--- config.mk ---
export PLATFORM = sky130hd
export DESIGN_NAME = control_vector
export DESIGN_NICKNAME = d
export VERILOG_FILES = /design/src/bioee_pkg.sv /design/src/control_vector.sv
export SDC_FILE = /design/constraint.sdc
export NUM_CORES = 1
export LEC_CHECK = 0
export BUFFER_PORTS_ARGS = -buffer_cell sky130_fd_sc_hd__buf_2
export CORE_ASPECT_RATIO = 0.9
export CORE_MARGIN = 2
export CORE_UTILIZATION = 50
export DETAILED_ROUTE_END_ITERATION = 16
export PLACE_DENSITY = 0.77
export SYNTH_ARGS = -nofsm -noshare
export SYNTH_HDL_FRONTEND = slang
export SYNTH_SLANG_ARGS = --single-unit
--- constraint.sdc ---
create_clock -name okClk -period 0.9 [get_ports okClk]
set_input_delay 0.18 -clock okClk [delete_from_list [all_inputs] [get_ports okClk]]
set_output_delay 0.18 -clock okClk [all_outputs]
set_load 0.01 [all_outputs]
--- src/bioee_pkg.sv ---
package bioee_pkg;

   // ========================================================================
   // Host pipe and sensor widths
   // ========================================================================

   // Host pipe word
   localparam int word_width = 32;

   // ADC sample bus
   localparam int adc_width = 14;

   // External bus fed from the low bits of the control vector
   localparam int extbus_width = 15;

   // ========================================================================
   // Strobe ratios in okClk cycles
   // ========================================================================

   localparam int adc_divide = 24;
   localparam int vector_divide = 250;

   // ========================================================================
   // Sample buffer and pipe-out throttle
   // ========================================================================

   // Depth must stay a power of two
   localparam int fifo_depth = 1024;

   // Holds 0 up to fifo_depth inclusive
   localparam int count_width = 11;

   // 512 bytes per pipe-out block, 4 bytes per word
   localparam int block_size = 128;

   // Control vector bit packed into bit 0 of each sample word
   localparam int daq_trigger_bit = 15;

endpackage
--- src/control_vector.sv ---
`timescale 1ns/1ps

module control_vector (
   input  logic                             okClk,
   input  logic                             rst,
   input  logic                             vector_tick,
   input  logic                             pipe_in_write,
   input  logic [bioee_pkg::word_width-1:0] pipe_in_data,
   output logic [bioee_pkg::word_width-1:0] vector_out
);

   // ========================================================================
   // Pending vector
   // ========================================================================

   // Last host word since the previous strobe
   logic [bioee_pkg::word_width-1:0] pending;

   // Each pipe-in write replaces the pending word, so only the
   // most recent write before a strobe ever reaches the bus
   always_ff @(posedge okClk) begin
      if (rst) begin
         pending <= '0;
      end else if (pipe_in_write) begin
         pending <= pipe_in_data;
      end
   end

   // ========================================================================
   // Presented vector
   // ========================================================================

   // Output only moves on the vector strobe. A write on the same edge
   // as the strobe waits for the next one
   always_ff @(posedge okClk) begin
      if (rst) begin
         vector_out <= '0;
      end else if (vector_tick) begin
         vector_out <= pending;
      end
   end

   // Downstream the low bits drive the external bus and one bit
   // acts as the DAQ trigger packed with each sample

endmodule

Word level (Yosys, flattened, before mapping)
Index checks and enable logic that the tools add are counted.
Widths: inputs -> output; s select.
- register bits: 64
- bits of input ports: 36
- output and inout bits: 32

Depth between registers and ports, before layout
- word-level depth: 0
- mapped depth: 4

Least setup slack after synthesis
Ideal clock, no wire load.
- kind: input port to flip-flop
- start point: in pipe_in_write
- end point: reg pending[0] in the netlist's numbering
- arrival: 0.645 ns
- setup slack: 0.138 ns
- cell stages on the path: 4
- path buffers: 2
- cell sequence: buf_6 -> buf_12 -> mux2i_1 -> nor2_1
- RTL lines (what ; RTL line ; source):
    start, declared ; control_vector.sv:7 ; input logic pipe_in_write,
    end signal, assigned ; control_vector.sv:25 ; pending <= pipe_in_data;
    end, declared ; control_vector.sv:17 ; logic [bioee_pkg::word_width-1:0] pending;

Final worst setup path
- start point: reg vector_out[23] in the netlist's numbering
- end point: out vector_out[23] in the netlist's numbering
- RTL lines (what ; RTL line ; source):
    start, declared ; control_vector.sv:9 ; output logic [bioee_pkg::word_width-1:0] vector_out
    start signal, assigned ; control_vector.sv:39 ; vector_out <= pending;
No word-level cell between the ends.

==> flow_metrics.tcl <==
set metrics [dict create \
    grt_max_degree 33 \
    netlist_area_um2 2340 \
    p_per_area_nw_per_um2 1849 \
    antenna_found_initial 0 \
    yosysTopAreaCell "dfxtp_1" \
    crit_arrival_ns 0.78 \
    io_pins 68 \
    route.met3.wl_um 212 \
    synth_cell_type_count 7 \
    crit_family "flip-flops" \
    outcome "complete, but fails checks" \
    required_ns 0.72 \
    hold_slack_ns 0.08039 \
    start_util_pct 52.12 \
    critical_path.max_stage_delay_ns 0.35 \
    drive_gt1_share_pct 43.31 \
    rsz0062_at_grt "yes" \
    clk_pin_slew_ns 0.07 \
    cp_num_cells 1 \
    root_buffer "clkbuf_8" \
    grt_pass1_vias 1526 \
    skew_ns 0.005257 \
    ys_seq_area_share_pct 54.76 \
    endpoint "vector_out[23]" \
    max_freq_mhz 1038 \
    synth-seq-cells 64 \
    drt-initial-drc-count 55 \
    portBuffers 67 \
    drv_cap 0 \
    grt_pass1_wl_mm 7.120 \
    synthTopCellsByArea "dfxtp_1 55%, mux2i_1 27%, nor2_1 10%" \
    grt_overflow_total 0 \
    rrSetupSlack_ns 0.17 \
    maxSlewHeadroom_pct 89.63 \
    synth_top_area_share_pct 54.76 \
    startpoint_type "register" \
    maxUsedRoutingLayer "met4" \
    setup.worst_path.end_class "primary output" \
    m1WireLength_mm 1.985 \
    first_pass_iters 2 \
    place_inst 327 \
    vdd_drop_max_mv 1.257 \
    ant_nets 0 \
    setup_slack_ns -0.06357 \
    wl_per_cell_um 12.73 \
    drt-vias-per-instance 4.697 \
    cts_tree "yes" \
    coreArea_um2 4489 \
    wl_mm 4.406 \
    wl_met2_mm 2.135 \
    drc 0 \
    area_growth_syn_to_layout_pct 34.12 \
    nets 316 \
    syn_nets 243 \
    worst_pin_slew_ns 0.1513 \
    crit_buf_inv 1 \
    hp-class "primary input to register" \
    cp_max_fo 2 \
    fillers 361 \
    timing.rr.end "vector_out[16]" \
    syn_inst 207 \
    report.final.slew_viol_count 0 \
    rows 23 \
    dp_hpwl_mm 2.801 \
    place_congestion 0.7447 \
    grt_util_all_layers_pct 18.18 \
    die_area_um2 5243 \
    cts_hold_buf 0 \
    pre_cts_slack_ns -0.02232 \
    ff2ff_path_depth 3 \
    cp-startpoint "vector_out[23]" \
    slowest_stage "dfxtp_2" \
    power_leakage_uw 0.001524 \
    hold_violations 0 \
    antenna_cells 0 \
    worstSetupPathType "register to primary output" \
    dr_total_vias 1625 \
    die-height_um 68.90 \
    die_width_um 76.11 \
    h-tree-depth 3 \
    synth-warning-count 0 \
    setup_violations 32 \
    cp_cell_sequence "buf_6" \
    avgSynthCellArea_um2 11.30 \
    fin_crit_sh_pct 107.1 \
    worst_skew_pair.late_latency_ns 0.33 \
    clock-sinks 64 \
    cts_made_buffers 9 \
    final_cells 346 \
    violations "setup timing" \
    fin_crit_ns 0.9636 \
    r2r-start "vector_out[16]" \
    cts_buffer_depth 2 \
]
cells in the mapped netlist:
| library cell | count |
|---|---|
| buf_12 | 6 |
| buf_2 | 6 |
| buf_6 | 2 |
| clkbuf_2 | 1 |
| dfxtp_1 | 64 |
| mux2i_1 | 64 |
| nor2_1 | 64 |
cells by family (layout without fill, tap and decap cells):
logic type	count (synthesis)	after routing	share of synthesized area, %
simple gates	64	64	10.27
flops	64	64	54.76
mux	64	64	27.38
buf+inv	15	92	7.594
registers in the layout, indices dropped and copies added (netlist names):
signal,cells
pending,32
vector_out,32
how the worst min path moves through the flow:
stage                           startpoint     endpoint  cells past startpoint
final                     pipe_in_data[20]  pending[20]                      3
after CTS                 pipe_in_data[20]  pending[20]                      3
after detailed placement  pipe_in_data[20]  pending[20]                      3
after global placement    pipe_in_data[24]  pending[24]                      3
after floorplan            pipe_in_data[0]   pending[0]                      2
after global routing      pipe_in_data[29]  pending[29]                      3
per-stage QoR:
| step | util (%) | total power [µW] | setup TNS, ns | cell area [µm²] |
|---|---|---|---|---|
| 3_5_place_dp | 60.03 | 3647 | -0.02232 | 2695 |
| 5_1_grt | 69.90 | 6068 | -2.521 | 3138 |
| 4_1_cts | 69.40 | 5848 | -1.846 | 3115 |
| 6_report | 69.90 | 5802 | -1.462 | 3138 |
| 3_3_place_gp | 60.03 | 3633 | 0 | 2695 |
| 2_1_floorplan | - | 3478 | 0 | 2340 |
repair_timing:
item | in CTS | in global routing
buffers inserted | 1 | 3
gates resized for setup | 64 | 0
setup endpoints to repair | 32 | 32
cell type report:
type | count | area, µm² | share of cell area (%)
Clock inverter | 3 | 17.52 | 0.5582
Timing Repair Buffer | 77 | 685.7 | 21.85
Multi-Input combinational cell | 128 | 880.8 | 28.07
Clock buffer | 12 | 155.1 | 4.944
Tap cell | 62 | 77.57 | 2.472
Sequential cell | 64 | 1321 | 42.11
metal layers:
layer,GRT usage (%),vias to the layer above
met4,8.864,0
li1,-,830
met1,20.36,744
met2,31.81,43
met3,6.510,8
met5,0,-
power by group:
group | leakage, µW | total [µW] | switching, µW | internal (µW)
registers | 0.000539 | 3050 | 76.4 | 2980
logic | 0.000897 | 612 | 268 | 345
clock network | 0.0000882 | 2140 | 1010 | 1120
total | 0.00152 | 5800 | 1350 | 4450
cells in the final DEF, fill, tap and decap left out:
master      count
buf_4           4
clkinv_2        2
dfxtp_2        32
buf_2          35
dfxtp_1        32
buf_12          6
clkinvlp_4      1
buf_6          32
clkbuf_8       11
clkbuf_1        1
mux2i_1        64
nor2_1         64
Note: power is estimated with default switching activity, not from simulation.
