===== src/bioee_pkg.sv =====
package bioee_pkg;

   // ========================================================================
   // Host pipe and sensor widths
   // ========================================================================

   // Host pipe word
   localparam int word_width = 32;

   // ADC sample bus
   localparam int adc_width = 14;

   // External bus fed from the low bits of the control vector
   localparam int extbus_width = 15;

   // ========================================================================
   // Strobe ratios in okClk cycles
   // ========================================================================

   localparam int adc_divide = 24;
   localparam int vector_divide = 250;

   // ========================================================================
   // Sample buffer and pipe-out throttle
   // ========================================================================

   // Depth must stay a power of two
   localparam int fifo_depth = 1024;

   // Holds 0 up to fifo_depth inclusive
   localparam int count_width = 11;

   // 512 bytes per pipe-out block, 4 bytes per word
   localparam int block_size = 128;

   // Control vector bit packed into bit 0 of each sample word
   localparam int daq_trigger_bit = 15;

endpackage

===== src/adc_capture.sv =====
`timescale 1ns/1ps

module adc_capture (
   input  logic                             okClk,
   input  logic                             rst,
   input  logic                             sample_tick,
   input  logic [bioee_pkg::adc_width-1:0]  adc_data,
   input  logic                             daq_trigger,
   output logic                             sample_write,
   output logic [bioee_pkg::word_width-1:0] sample_word
);

   // Top bit of the reversed ADC field in the packed word
   localparam int field_top = bioee_pkg::adc_width + 1;

   logic [bioee_pkg::adc_width-1:0] adc_q;
   logic                            trigger_q;

   // ADC bus and trigger held from one sample strobe to the next
   always_ff @(posedge okClk) begin
      if (sample_tick) begin
         adc_q     <= adc_data;
         trigger_q <= daq_trigger;
      end
   end

   // Write strobe for the FIFO, one cycle after the sample strobe
   always_ff @(posedge okClk) begin
      if (rst) begin
         sample_write <= 1'b0;
      end else begin
         sample_write <= sample_tick;
      end
   end

   // ========================================================================
   // Word packing
   // ========================================================================

   // ADC bit 0 lands on word bit 15 and bit 13 on word bit 2,
   // bit 1 stays clear, trigger in bit 0, upper half zero
   always_comb begin
      sample_word = '0;
      for (int i = 0; i < bioee_pkg::adc_width; i++) begin
         sample_word[field_top - i] = adc_q[i];
      end
      sample_word[0] = trigger_q;
   end

endmodule


===== config.mk =====
export PLATFORM = sky130hd
export DESIGN_NAME = adc_capture
export DESIGN_NICKNAME = d
export VERILOG_FILES = /design/src/bioee_pkg.sv /design/src/adc_capture.sv
export SDC_FILE = /design/constraint.sdc
export NUM_CORES = 1
export LEC_CHECK = 0
export ABC_AREA = 0
export BUFFER_PORTS_ARGS = -buffer_cell sky130_fd_sc_hd__buf_2
export CORE_ASPECT_RATIO = 0.9
export CORE_UTILIZATION = 39
export DETAILED_ROUTE_END_ITERATION = 8
export GPL_TIMING_DRIVEN = 0
export PLACE_DENSITY = 0.81
export SYNTH_ARGS = -nofsm -noshare
export SYNTH_HDL_FRONTEND = slang
export SYNTH_SLANG_ARGS = --single-unit

===== constraint.sdc =====
create_clock -name okClk -period 0.8 [get_ports okClk]
set_input_delay 0.08 -clock okClk [delete_from_list [all_inputs] [get_ports okClk]]
set_output_delay 0.08 -clock okClk [all_outputs]
set_load 0.1 [all_outputs]

# ---- Word level (Yosys, flattened, before mapping)
# Cells that the tools add are included.
dict set report word_totals {
  reg_bits 16
  in_bits 18
  output_inout_bits 33
}

# ---- Logic depth before layout (Yosys ltp)
dict set report depth {
  word_depth 0
  ltp_mapped 1
}

# ---- Least setup slack after synthesis
# OpenSTA, ideal clock, no wires.
dict set report synth_timing {
  path_kind {register to output}
  from {register sample_write}
  to {output sample_write}
  arrival_time_ns 0.909
  required_time_ns 0.720
  path_slack_ns -0.189
  stages_incl_launch_ff 1
  n_path_buf 0
  cell_sequence {dfxtp_1}
}
# item line
set synth_lines {}
lappend synth_lines {{start: declaration} adc_capture.sv:9} ;# output logic sample_write,
lappend synth_lines {{start signal: assignment} adc_capture.sv:32} ;# sample_write <= sample_tick;
# No word-level cell between the ends.

# ---- Worst setup path after layout
dict set report layout_timing {
  from {register trigger_q}
  to {output sample_word[0] (netlist name)}
}
# item line
set layout_lines {}
lappend layout_lines {{start: declaration} adc_capture.sv:17} ;# logic trigger_q;
lappend layout_lines {{start signal: assignment} adc_capture.sv:23} ;# trigger_q <= daq_trigger;
lappend layout_lines {{end: declaration} adc_capture.sv:10} ;# output logic [bioee_pkg::word_width-1:0] sample_word
# No word-level cell between the ends.

==> summary.md <==
| Metric | Value |
|---|---|
| Async set or reset register ratio after synthesis | `0%` |
| Root buffer cell | `clkbuf_4` |
| Largest family of logic cells by synthesized area | `buffers and inverters` |
| Post-Synth XOR/XNOR Area | `0%` |
| # IOs | `51` |
| Worst setup EP type | `output port` |
| Cell Chain, Critical Path | `buf_12` |
| Failing checks | `setup timing` |
| Top-count cell post-synth | `buf_4` |
| Layout Area Growth over Synthesis | `88.6%` |
| # port buffers | `33` |
| Nets@finish | `approximately 120` |
| Fmax | `between 1000 and 1500 MHz` |
| Fin crit period | `~0.96 ns` |
| Fin. max-slew vios | `0` |
| Leakage Power | `0.568 nW` |
| Row count | `13` |
| WL per Instance | `9.74 µm` |
| Reg clk slew, reported paths | `0.09 ns` |
| Sequential share of the synthesized area | `75.5%` |
| RSZ-0062 raised after global routing | `yes` |
| GRT met3 Usage | `3.23%` |
| Pwr dens | `2270 mW/mm²` |
| Power after layout | `0.00267 W` |
| Max Cap Viol | `0` |
| Final wirelength | `1160 µm` |
| Synth Cell Area | `623 µm²` |
| Area leader, netlist | `edfxtp_1` |
| DRT iter0 DRCs | `15` |
| Startpoint Class | `flip-flop` |
| Post-synth top flop | `edfxtp_1` |
| H-tree levels | `1` |
| Max FO, Critical Path | `1` |
| Worst Path Arrival | `between 0.8 and 0.9 ns` |
| Fin crit share | `120%` |
| # diodes | `0` |
| Synth top area cells | `edfxtp_1 (72%), buf_4 (22%), dfxtp_1 (3.2%)` |
| Initial antenna violation count | `0` |
| Post-route ant nets | `0` |
| Die area | `around 0.0018 mm²` |
| RePlAce Congestion | `0.617` |
| DRC viols | `0` |
| CTS tree | `built` |
| Largest net degree at the start of global routing | `17` |
| Vias per cell | `3.68` |
| WHS Path Cells | `2` |
| Critical path class | `reg2out` |
| Post-synthesis mux area share | `0%` |
| Gate count of the mapped netlist | `36` |
| GR peak layer | `met2` |
| Crit-path leading delay family | `flip-flops` |
| Initial DRT Pass Iterations | `5` |
| Final setup violation count | `16` |
| Synth Warn # | `0` |
| HP Class | `in2reg` |
| Levels on crit path | `1` |
| Seq cells post-synth | `16` |
| DIE HEIGHT | `approximately 40 µm` |
| Vias in the first global route | `380` |
| Status | `finished, violations left` |
| Avg Cell Area, Syn | `17.3 µm²` |
| Adder-cell area share of the yosys netlist | `0%` |
| Post-Synth Simple-Gate Area | `under 10%` |
| Die width | `44.1 µm` |
| Core ar. | `0.00146 mm²` |
| Overall Global Routing Usage | `between 10% and 20%` |
| Final WS setup | `-0.161 ns` |
| Hold Slack | `between 0.2 and 0.25 ns` |
| Fill cell count | `90` |
| Fin. Hold Viols | `0` |
| CP peak stage delay | `0.42 ns` |
| CP Buf/Inv Count | `1` |
| Total global routing overflow | `0` |
| Met2 usage | `between 20% and 30%` |
| CTS Buffer Depth | `2` |
| Worst EP required | `roughly 0.72 ns` |
| Met1 GRT Util | `13.8%` |
| Number of synthesized flops with an enable pin | `15` |
| Worst IR Drop VDD | `approximately 1500 µV` |
| Synth top cells by count | `buf_4 (18), edfxtp_1 (15), conb_1 (1), dfxtp_1 (1), nor2b_4 (1)` |
| Share of the synthesized area in the top cell type | `72.3%` |
| Num CTS Buffers | `3` |
| First-pass GRT wire length | `1570 µm` |
| Compound-Gate Fraction of Synth Area | `0%` |
| Crit-path slowest cell | `edfxtp_1` |
| Fraction of layout cells with a size suffix above 1 | `53.8%` |
| CTS sink cnt | `16` |
| Starting Density | `42.6%` |
| Synth unique cells | `5` |
| Vias post-DR | `~440` |
[sequential cells by signal, summed over array words and instances, names as in the netlist]
signal,flops
trigger_q,1
adc_q,14
sample_write,1
[through the flow]
stage / utilization [%] / area, µm² / setup slack, ns / setup TNS (ns) / cells
finish: 80.3 / 1170 / -0.161 / -2.20 / 119
global route: 80.3 / 1170 / -0.192 / -2.71 / 119
detailed placement: 59.3 / 868 / -0.0739 / -0.140 / 100
floorplan: - / 684 / -0.184 / -2.58 / 52
global placement: 59.3 / 868 / -0.0759 / -0.0974 / 100
CTS: 80.3 / 1170 / -0.172 / -2.43 / 119
[cell families (layout without fill, tap and decap cells)]
group / count (synthesis) / after routing
and+or+nand+nor: 1 / 1
other: 1 / 17
buffers and inverters: 18 / 70
DFF: 16 / 16
[final timing paths]
kind                    start             end  slack [ns]
hold / removal    sample_tick    sample_write        0.21
setup / recovery    trigger_q  sample_word[0]       -0.16
[placed cells by master (no fill, tap or decap)]
cell / count
buf_4: 17
conb_1: 17
buf_2: 17
dlygate4sd3_1: 16
edfxtp_1: 15
buf_6: 14
clkbuf_4: 3
buf_12: 2
nor2b_4: 1
clkbuf_8: 1
dfxtp_2: 1
[power by group]
part / switching (W) / total (W) / internal [W]
Sequential: 0.0000309 / 0.00102 / 0.000988
Clock: 0.000227 / 0.000503 / 0.000276
Combinational: 0.000876 / 0.00114 / 0.000269
[what timing repair did]
item | 4_1_cts | 5_1_grt
endpoints found under the hold margin | 16 | 0
resized for setup | 36 | 0
hold buffers | 16 | 0
setup endpoints to repair | 16 | 16
setup buffers | 0 | 0
[area by class of cell]
| class | instances | area [µm²] | area share, % |
|---|---|---|---|
| sequential | 16 | 472 | 40.1 |
| timing repair buffer | 49 | 443 | 37.7 |
| buffer | 17 | 128 | 10.9 |
| multi-input combinational | 18 | 77.6 | 6.60 |
| clock buffer | 4 | 36.3 | 3.09 |
| tap | 15 | 18.8 | 1.60 |
[layer usage]
metal | vias to the layer above | share of wire (%)
met5 | - | 0
met4 | 0 | 0
met3 | 0 | 7.3
met2 | 28 | 55
met1 | 185 | 37
li1 | 225 | -
Note: power is estimated with default switching activity, not from simulation.
