--- config.mk ---
export PLATFORM = sky130hd
export DESIGN_NAME = strobe_divider
export DESIGN_NICKNAME = d
export VERILOG_FILES = /design/src/strobe_divider.sv
export SDC_FILE = /design/constraint.sdc
export NUM_CORES = 1
export LEC_CHECK = 0
export BUFFER_PORTS_ARGS = -buffer_cell sky130_fd_sc_hd__clkbuf_2
export CAP_MARGIN = 10
export CORE_AREA = 3 3 40 42
export DETAILED_ROUTE_END_ITERATION = 8
export DIE_AREA = 0 0 43 45
export GPL_TIMING_DRIVEN = 0
export REMOVE_ABC_BUFFERS = 1
export SLEW_MARGIN = 10
export SYNTH_ARGS = -nofsm -noshare
export SYNTH_HDL_FRONTEND = slang
export SYNTH_SLANG_ARGS = --single-unit
--- constraint.sdc ---
create_clock -name okClk -period 1.1 [get_ports okClk]
set_clock_uncertainty 0.1 [all_clocks]
set_input_delay 0.22 -clock okClk [delete_from_list [all_inputs] [get_ports okClk]]
set_output_delay 0.22 -clock okClk [all_outputs]
set_load 0.02 [all_outputs]
--- src/strobe_divider.sv ---
`timescale 1ns/1ps

module strobe_divider #(
   parameter int DIVIDE = 24
) (
   input  logic okClk,
   input  logic rst,
   output logic tick
);

   localparam int cnt_width = (DIVIDE > 1) ? $clog2(DIVIDE) : 1;
   localparam logic [cnt_width-1:0] last_count = cnt_width'(DIVIDE - 1);

   logic [cnt_width-1:0] count;

   // Free-running count 0 .. DIVIDE-1, tick registered at the wrap
   always_ff @(posedge okClk) begin
      if (rst) begin
         count <= '0;
         tick  <= 1'b0;
      end else begin
         if (count == last_count) begin
            count <= '0;
            tick  <= 1'b1;
         end else begin
            count <= count + 1'b1;
            tick  <= 1'b0;
         end
      end
   end

   // First tick lands DIVIDE cycles after reset release,
   // then one tick every DIVIDE cycles

endmodule

## Word level (Yosys, flattened, before mapping)

Index checks and enable logic that the tools add are counted.

- Flip-flop bits (word level): 6
- Bits in latches: 0
- Memory bits (writable): 0
- Memory bits (read-only): 0
- Input port bits: 2
- Output and inout port bits: 1
- Logic and storage cells: 6
- Memories: 0

- Add/subtract/negate cells: 1
- $mul: 0
- Divide/modulo/power cells: 0
- Magnitude comparators: 0
- Equality and inequality tests: 1
- Shift operators: 0
- Mux-type cells: 1
- Bitwise logic cells: 0
- Reductions and logical operators: 1

Operators by type and width:

| kind | number |
|---|---|
| $add A5 B1 Y5 const B | 1 |
| $eq A5 B5 Y1 const B | 1 |
| $reduce_or A2 Y1 | 1 |
| $mux W1 | 1 |

## Depth between registers and ports, before layout

Gate-level depths: netlist of the first run.

- Depth in word-level cells: 2
- Mapped depth: 3
- Depth with buffers taken out: 3

## Worst setup path after synthesis of the first run

Ideal clock, no wire load.

- Kind: reg2reg
- Start: register count[0]
- End: register count[3]
- Setup time: 88 ps
- Arrival time: 986 ps
- Required time: 912 ps
- Path slack: -73 ps
- Cell stages (with the launch flop): 4
- Path buffers: 0
- Clock period less this slack: 1,173 ps
- Cell sequence: dfxtp_1 > ha_1 > and4b_4 > nor4_2

- Cells in the longest elaborated chain, start to end: 2
- Elaborated cells between the ends (all ways): 3
- Those cells by class: 1 x add/sub; 1 x eq/ne; 1 x reduce/logical

RTL lines:

| item | RTL line | source |
|---|---|---|
| from (decl) | 14 | `logic [cnt_width-1:0] count;` |
| from (signal assigned) | 26 | `count <= count + 1'b1;` |
| branches (longest 2 deep; another with $add A5 B1 Y5) | - |  |

Parallel ways; which one is timed is not known.
A chain may end at the register's enable or synchronous reset.

## Worst setup path in the final report of the first run

Ends and elaborated chain as after synthesis.

==> flow_summary.yaml, run 1 <==
run_status:
  outcome: "finished with violations"
  violations: "setup timing"
critical_path:
  cp_data_required_time_ps: 1150
  cp_max_fo: 4
  max_stage_delay_ps: 340
  path_cells: "ha_4 > and4b_4 > nor4_4"
  crit_path_end_kind: "flop"
  reg2reg_setup_slack_ps: -10
  arrival_ps: 1160
  worstSetupPathType: "flop to flop"
  cp-start-kind: "flop"
  crit_path_top_delay_cell: "dfxtp_2"
finish:
  seqCellArea_um2: 122.6
  drive_gt1_share_pct: 48.00
  multi_input_comb_area_um2: 137.6
  fin_area_um2: 311.5
  diodes: 0
  fillers: 141
  synthToLayoutAreaGrowth_pct: 31.75
  nets: 30
logic_synthesis:
  ys_seq_elements: 6
  syn-cell-area_um2: 236.5
  synthTopCellsByArea: "dfxtp_1, and4b_4, ha_1, nor4_2, a21bo_2"
  yosysWarnings: 0
  synth_cell_types: 14
  seq_area_frac_synth_pct: 50.79
  synth_top_area_cell: "dfxtp_1"
  synth_common_cells: "dfxtp_1, a21oi_1"
  yosysMostFrequentCell: "dfxtp_1"
  synth-edff-count: 0
  synthFlopType: "dfxtp_1"
  syn_avg_cell_area_um2: 11.82
  synth_top_area_share_pct: 50.79
  synth_cells: 20
  ys_async_sr_fraction_pct: 0
detailed_routing:
  drt_wl_total_um: 425
  drt-initial-drc-count: 2
  routedWlPerCell_um: 10.63
  drt_drc_violations_left: 0
  routed_via_density: 4.475
  vias: 179
  detail_route.first_pass.iterations: 3
  ant_nets: 0
sta:
  tightest_slew_ps: 255.6
  fin_setup_tns_ps: -10.77
  period_share_pct: 101.0
  finalSetupViolCount: 1
  slew_headroom_pct: 82.93
  rsz0062_at_grt: "true"
  timing_hold_violations_final: 0
  slew_viol_final: 0
  period_minus_slack_ps: 1111
  setup_ws_ps: -10.77
  hold-worst-slack_ps: 122.8
  fmax_ghz: 0.9003
floorplan:
  core_area_um2: 1285
  start_util_pct: 18.40
  dieWidth_um: 43
  num_rows: 13
  io_pins: 3
  chipHeight_um: 45
  die_area_um2: 1935
clock_network:
  clock_latency_ps: 240
  root_buffer: "clkbuf_4"
  tritoncts: "done"
  htree_num_levels: 1
  cts.path.max_buffers: 2
  ctsHoldBuffers: 0
  clkSinkCount: 6
  numCtsBuffers: 3
  path_clk_slew_ps: 50
power:
  leakage_nw: 0.1067
  p_per_area_nw_per_um2: 1507
  totalPowerFinal_w: 0.0004695
  vdd_ir_drop_max_mv: 0.7426
min_path:
  hold_path.class: "primary input to flop"
global_route:
  overflow: 0
  antenna_found_initial: 0
  track_usage_pct: 5.092
  grt_pass1_vias: 173
  grt_max_degree: 7
  grt_pass1_wl_um: 662
placement:
  place_area_um2: 265.3
  port_buffers: 2
  dp_hpwl_um: 297.6
  globalplace.congestion: 0.7063
flow_run:
  maxCapViolCount: 0
-- timing repair --
action / 4_1_cts / 5_1_grt
gates resized for setup: 5 / 0
pin swaps: 2 / 0
setup endpoints to repair: 4 / 2
setup buffers: 0 / 0
-- worst paths after layout --
path / from / to / depth (start not counted)
hold reg to reg: count[0] / count[0] / 1
setup reg to reg: count[0] / count[3] / 3
setup / recovery: count[0] / count[3] / 3
hold / removal: rst / count[4] / 2
-- logic make-up (layout without fill, tap and decap cells) --
kind of cell	after synthesis	in the layout	share of synthesized area, %
simple gates	8	8	28.57
flops	6	6	50.80
compound gates	4	4	11.64
fa+ha+maj	1	1	5.290
xor+xnor	1	1	3.704
buf+inv	0	5	0
-- power by group --
| part | total [W] | internal (W) | leakage (nW) | switching (W) |
|---|---|---|---|---|
| clock | 0.000198 | 0.000123 | 0.0138 | 0.0000750 |
| sequential | 0.000242 | 0.000229 | 0.0495 | 0.0000131 |
| combinational | 0.0000291 | 0.0000166 | 0.0434 | 0.0000125 |
-- layout make-up --
cell class | instances | area share [%]
clock buffer | 3 | 7.229
timing repair buffer | 2 | 3.213
multi-input combinational | 14 | 44.18
sequential | 6 | 39.36
tap | 15 | 6.024
-- state kept, by name (all words and copies together), names as in the netlist --
| register | count |
|---|---|
| tick | 1 |
| count | 5 |
-- metrics by stage --
step | instances | setup slack, ps | util [%]
3_5_place_dp | 37 | -170.4 | 20.64
6_report | 40 | -10.77 | 24.25
2_1_floorplan | 20 | -73.40 | -
5_1_grt | 40 | -67.22 | 24.25
4_1_cts | 40 | -18.58 | 24.25
3_3_place_gp | 37 | -109.5 | 20.64
-- cell usage in the layout (no fill, tap or decap), drive strengths merged --
| cell | Yosys | routed |
|---|---|---|
| a21bo | 1 | 1 |
| a21oi | 2 | 2 |
| and4 | 1 | 1 |
| and4b | 1 | 1 |
| clkbuf | 0 | 5 |
| dfxtp | 6 | 6 |
| ha | 1 | 1 |
| nand4b | 1 | 1 |
| nor2 | 1 | 1 |
| nor2b | 1 | 1 |
| nor3 | 1 | 1 |
| nor3b | 1 | 1 |
| nor4 | 1 | 1 |
| o21bai | 1 | 1 |
| xnor2 | 1 | 1 |
-- routing by layer --
metal  track usage, %  vias to the layer above  share of wire [%]
met5                0                        -                  0
met4                0                        0                  0
met3            6.375                        0                 14
met2            7.784                        5                 44
met1            4.612                       87                 42
li1                 -                       87                  -
-- critical path: cells and delay by family (launching register included) --
kind / cells / cell delay [ps]
adders and majority gates: 1 / 170
DFF: 1 / 340
and+or+nand+nor: 2 / 410
Power figures use the tool's default switching activity.
==> run 2: changes to the inputs <==
PLACE_DENSITY = 0.42   (was default)
==> run 2 against run 1 <==
The run now ends clean; design area grew 4.8%; flip-flop and latch count did not move; register-to-register slack improved by 30 ps; critical path depth is the same; count of clock-buffer cells in the layout unchanged; maximum frequency rose by 3.1%; largest power group unchanged.
==> flow_summary.yaml, run 2 (same netlist as run 1, synthesis figures left out) <==
critical_path:
  arrival_ps: 1130
  rr_worst_depth: 3
  rr_startpoint: "count[0]"
  cp-startpoint: "count[0]"
  r2r_end: "count[3]"
  crit_path_end_kind: "flop"
  reg2reg_setup_slack_ps: 20
  crit_path_end: "count[3]"
  cp-start-kind: "flop"
  cp_data_required_time_ps: 1150
  worstSetupPathType: "flop to flop"
  cp_max_fo: 3
global_route:
  grt_max_degree: 7
  grt_pass1_vias: 180
  antenna_found_initial: 0
  grt_pass1_wl_um: 696
  track_usage_pct: 4.996
  overflow: 0
floorplan:
  io_pins: 3
  num_rows: 13
  core_area_um2: 1285
  start_util_pct: 18.40
  dieWidth_um: 43
  die_area_um2: 1935
  chipHeight_um: 45
clock_network:
  root_buffer: "clkbuf_4"
  cts.path.max_buffers: 2
  path_clk_slew_ps: 40
  tritoncts: "done"
  ctsHoldBuffers: 0
  clock_latency_ps: 240
  htree_num_levels: 1
  clkSinkCount: 6
  numCtsBuffers: 3
min_path:
  hold_depth: 2
  hold_path.class: "primary input to flop"
finish:
  layout_common_cells: "dfxtp_1, clkbuf_4"
  synthToLayoutAreaGrowth_pct: 38.10
  top_register: "count"
  diodes: 0
  layout_commonest_cell: "dfxtp_1"
  fillers: 136
  stdcell_count: 42
  drive_gt1_share_pct: 51.85
  largest_reg_flops: 5
  reg.largest.list: "count (5), tick (1)"
  nets: 32
sta:
  period_share_pct: 97.98
  tightest_slew_ps: 249.9
  setup_ws_ps: 22.23
  timing_hold_violations_final: 0
  fmax_ghz: 0.9278
  hold-worst-slack_ps: 117.7
  slew_viol_final: 0
  finalSetupViolCount: 0
  rsz0062_at_grt: "true"
  slew_headroom_pct: 83.30
  period_minus_slack_ps: 1078
flow_run:
  maxCapViolCount: 0
detailed_routing:
  ant_nets: 0
  drt_drc_violations_left: 0
  detail_route.first_pass.iterations: 2
  drt-initial-drc-count: 1
  vias: 175
  routed_via_density: 4.167
  drt_wl_total_um: 392
  routedWlPerCell_um: 9.333
power:
  p_per_area_nw_per_um2: 1441
  vdd_ir_drop_max_mv: 0.4430
  leakage_nw: 0.1170
run_status:
  outcome: "finished, final reports clean"
placement:
  dp.cells: 37
  globalplace.congestion: 0.6794
  port_buffers: 2
  dp_slack_ps: -156.5
==> run 2: area by class of cell <==
cell class	count	area (um^2)	area share [%]
multi-input combinational	14	137.6	42.15
tap	15	18.77	5.747
clock buffer	3	22.52	6.897
timing repair buffer	4	25.02	7.663
sequential	6	122.6	37.55
==> run 2: stage by stage <==
| step | util (%) | area, um^2 | power (W) | setup TNS [ps] |
|---|---|---|---|---|
| floorplan | - | 236.5 | 0.0002544 | -73.40 |
| global placement | 20.64 | 265.3 | 0.0002619 | -284.5 |
| detailed placement | 20.64 | 265.3 | 0.0002640 | -391.1 |
| CTS | 24.73 | 317.8 | 0.0004789 | 0 |
| global route | 25.41 | 326.6 | 0.0004965 | -38.21 |
| finish | 25.41 | 326.6 | 0.0004706 | 0 |
==> run 2: worst min-delay path by stage <==
stage	from	endpoint
floorplan	rst	count[4]
global placement	rst	count[4]
detailed placement	rst	count[4]
CTS	rst	count[4]
global route	rst	count[0]
finish	rst	count[4]
==> run 2: critical path, cell delays in order, from the launching register on <==
cell and delay (ps):
dfxtp_2 320, buf_4 130, and4_2 190, nor4_4 250
==> run 2: per-layer routing <==
| layer | GRT usage (%) | share of wire, % |
|---|---|---|
| met1 | 5.542 | 46 |
| met2 | 7.485 | 51 |
| met3 | 1.195 | 3.1 |
| met4 | 5.422 | 0 |
| met5 | 0 | 0 |
==> run 2: power by group <==
part	leakage, nW	total (W)	switching [W]	internal (W)
combinational	0.0538	0.0000330	0.0000134	0.0000196
sequential	0.0495	0.000240	0.0000109	0.000229
clock	0.0138	0.000198	0.0000744	0.000123
total	0.117	0.000471	0.0000987	0.000372
==> run 2: timing repair <==
action	4_1_cts	5_1_grt
setup buffers	2	0
endpoints found under the setup margin	5	1
pin swaps	2	0
resized for setup	4	1
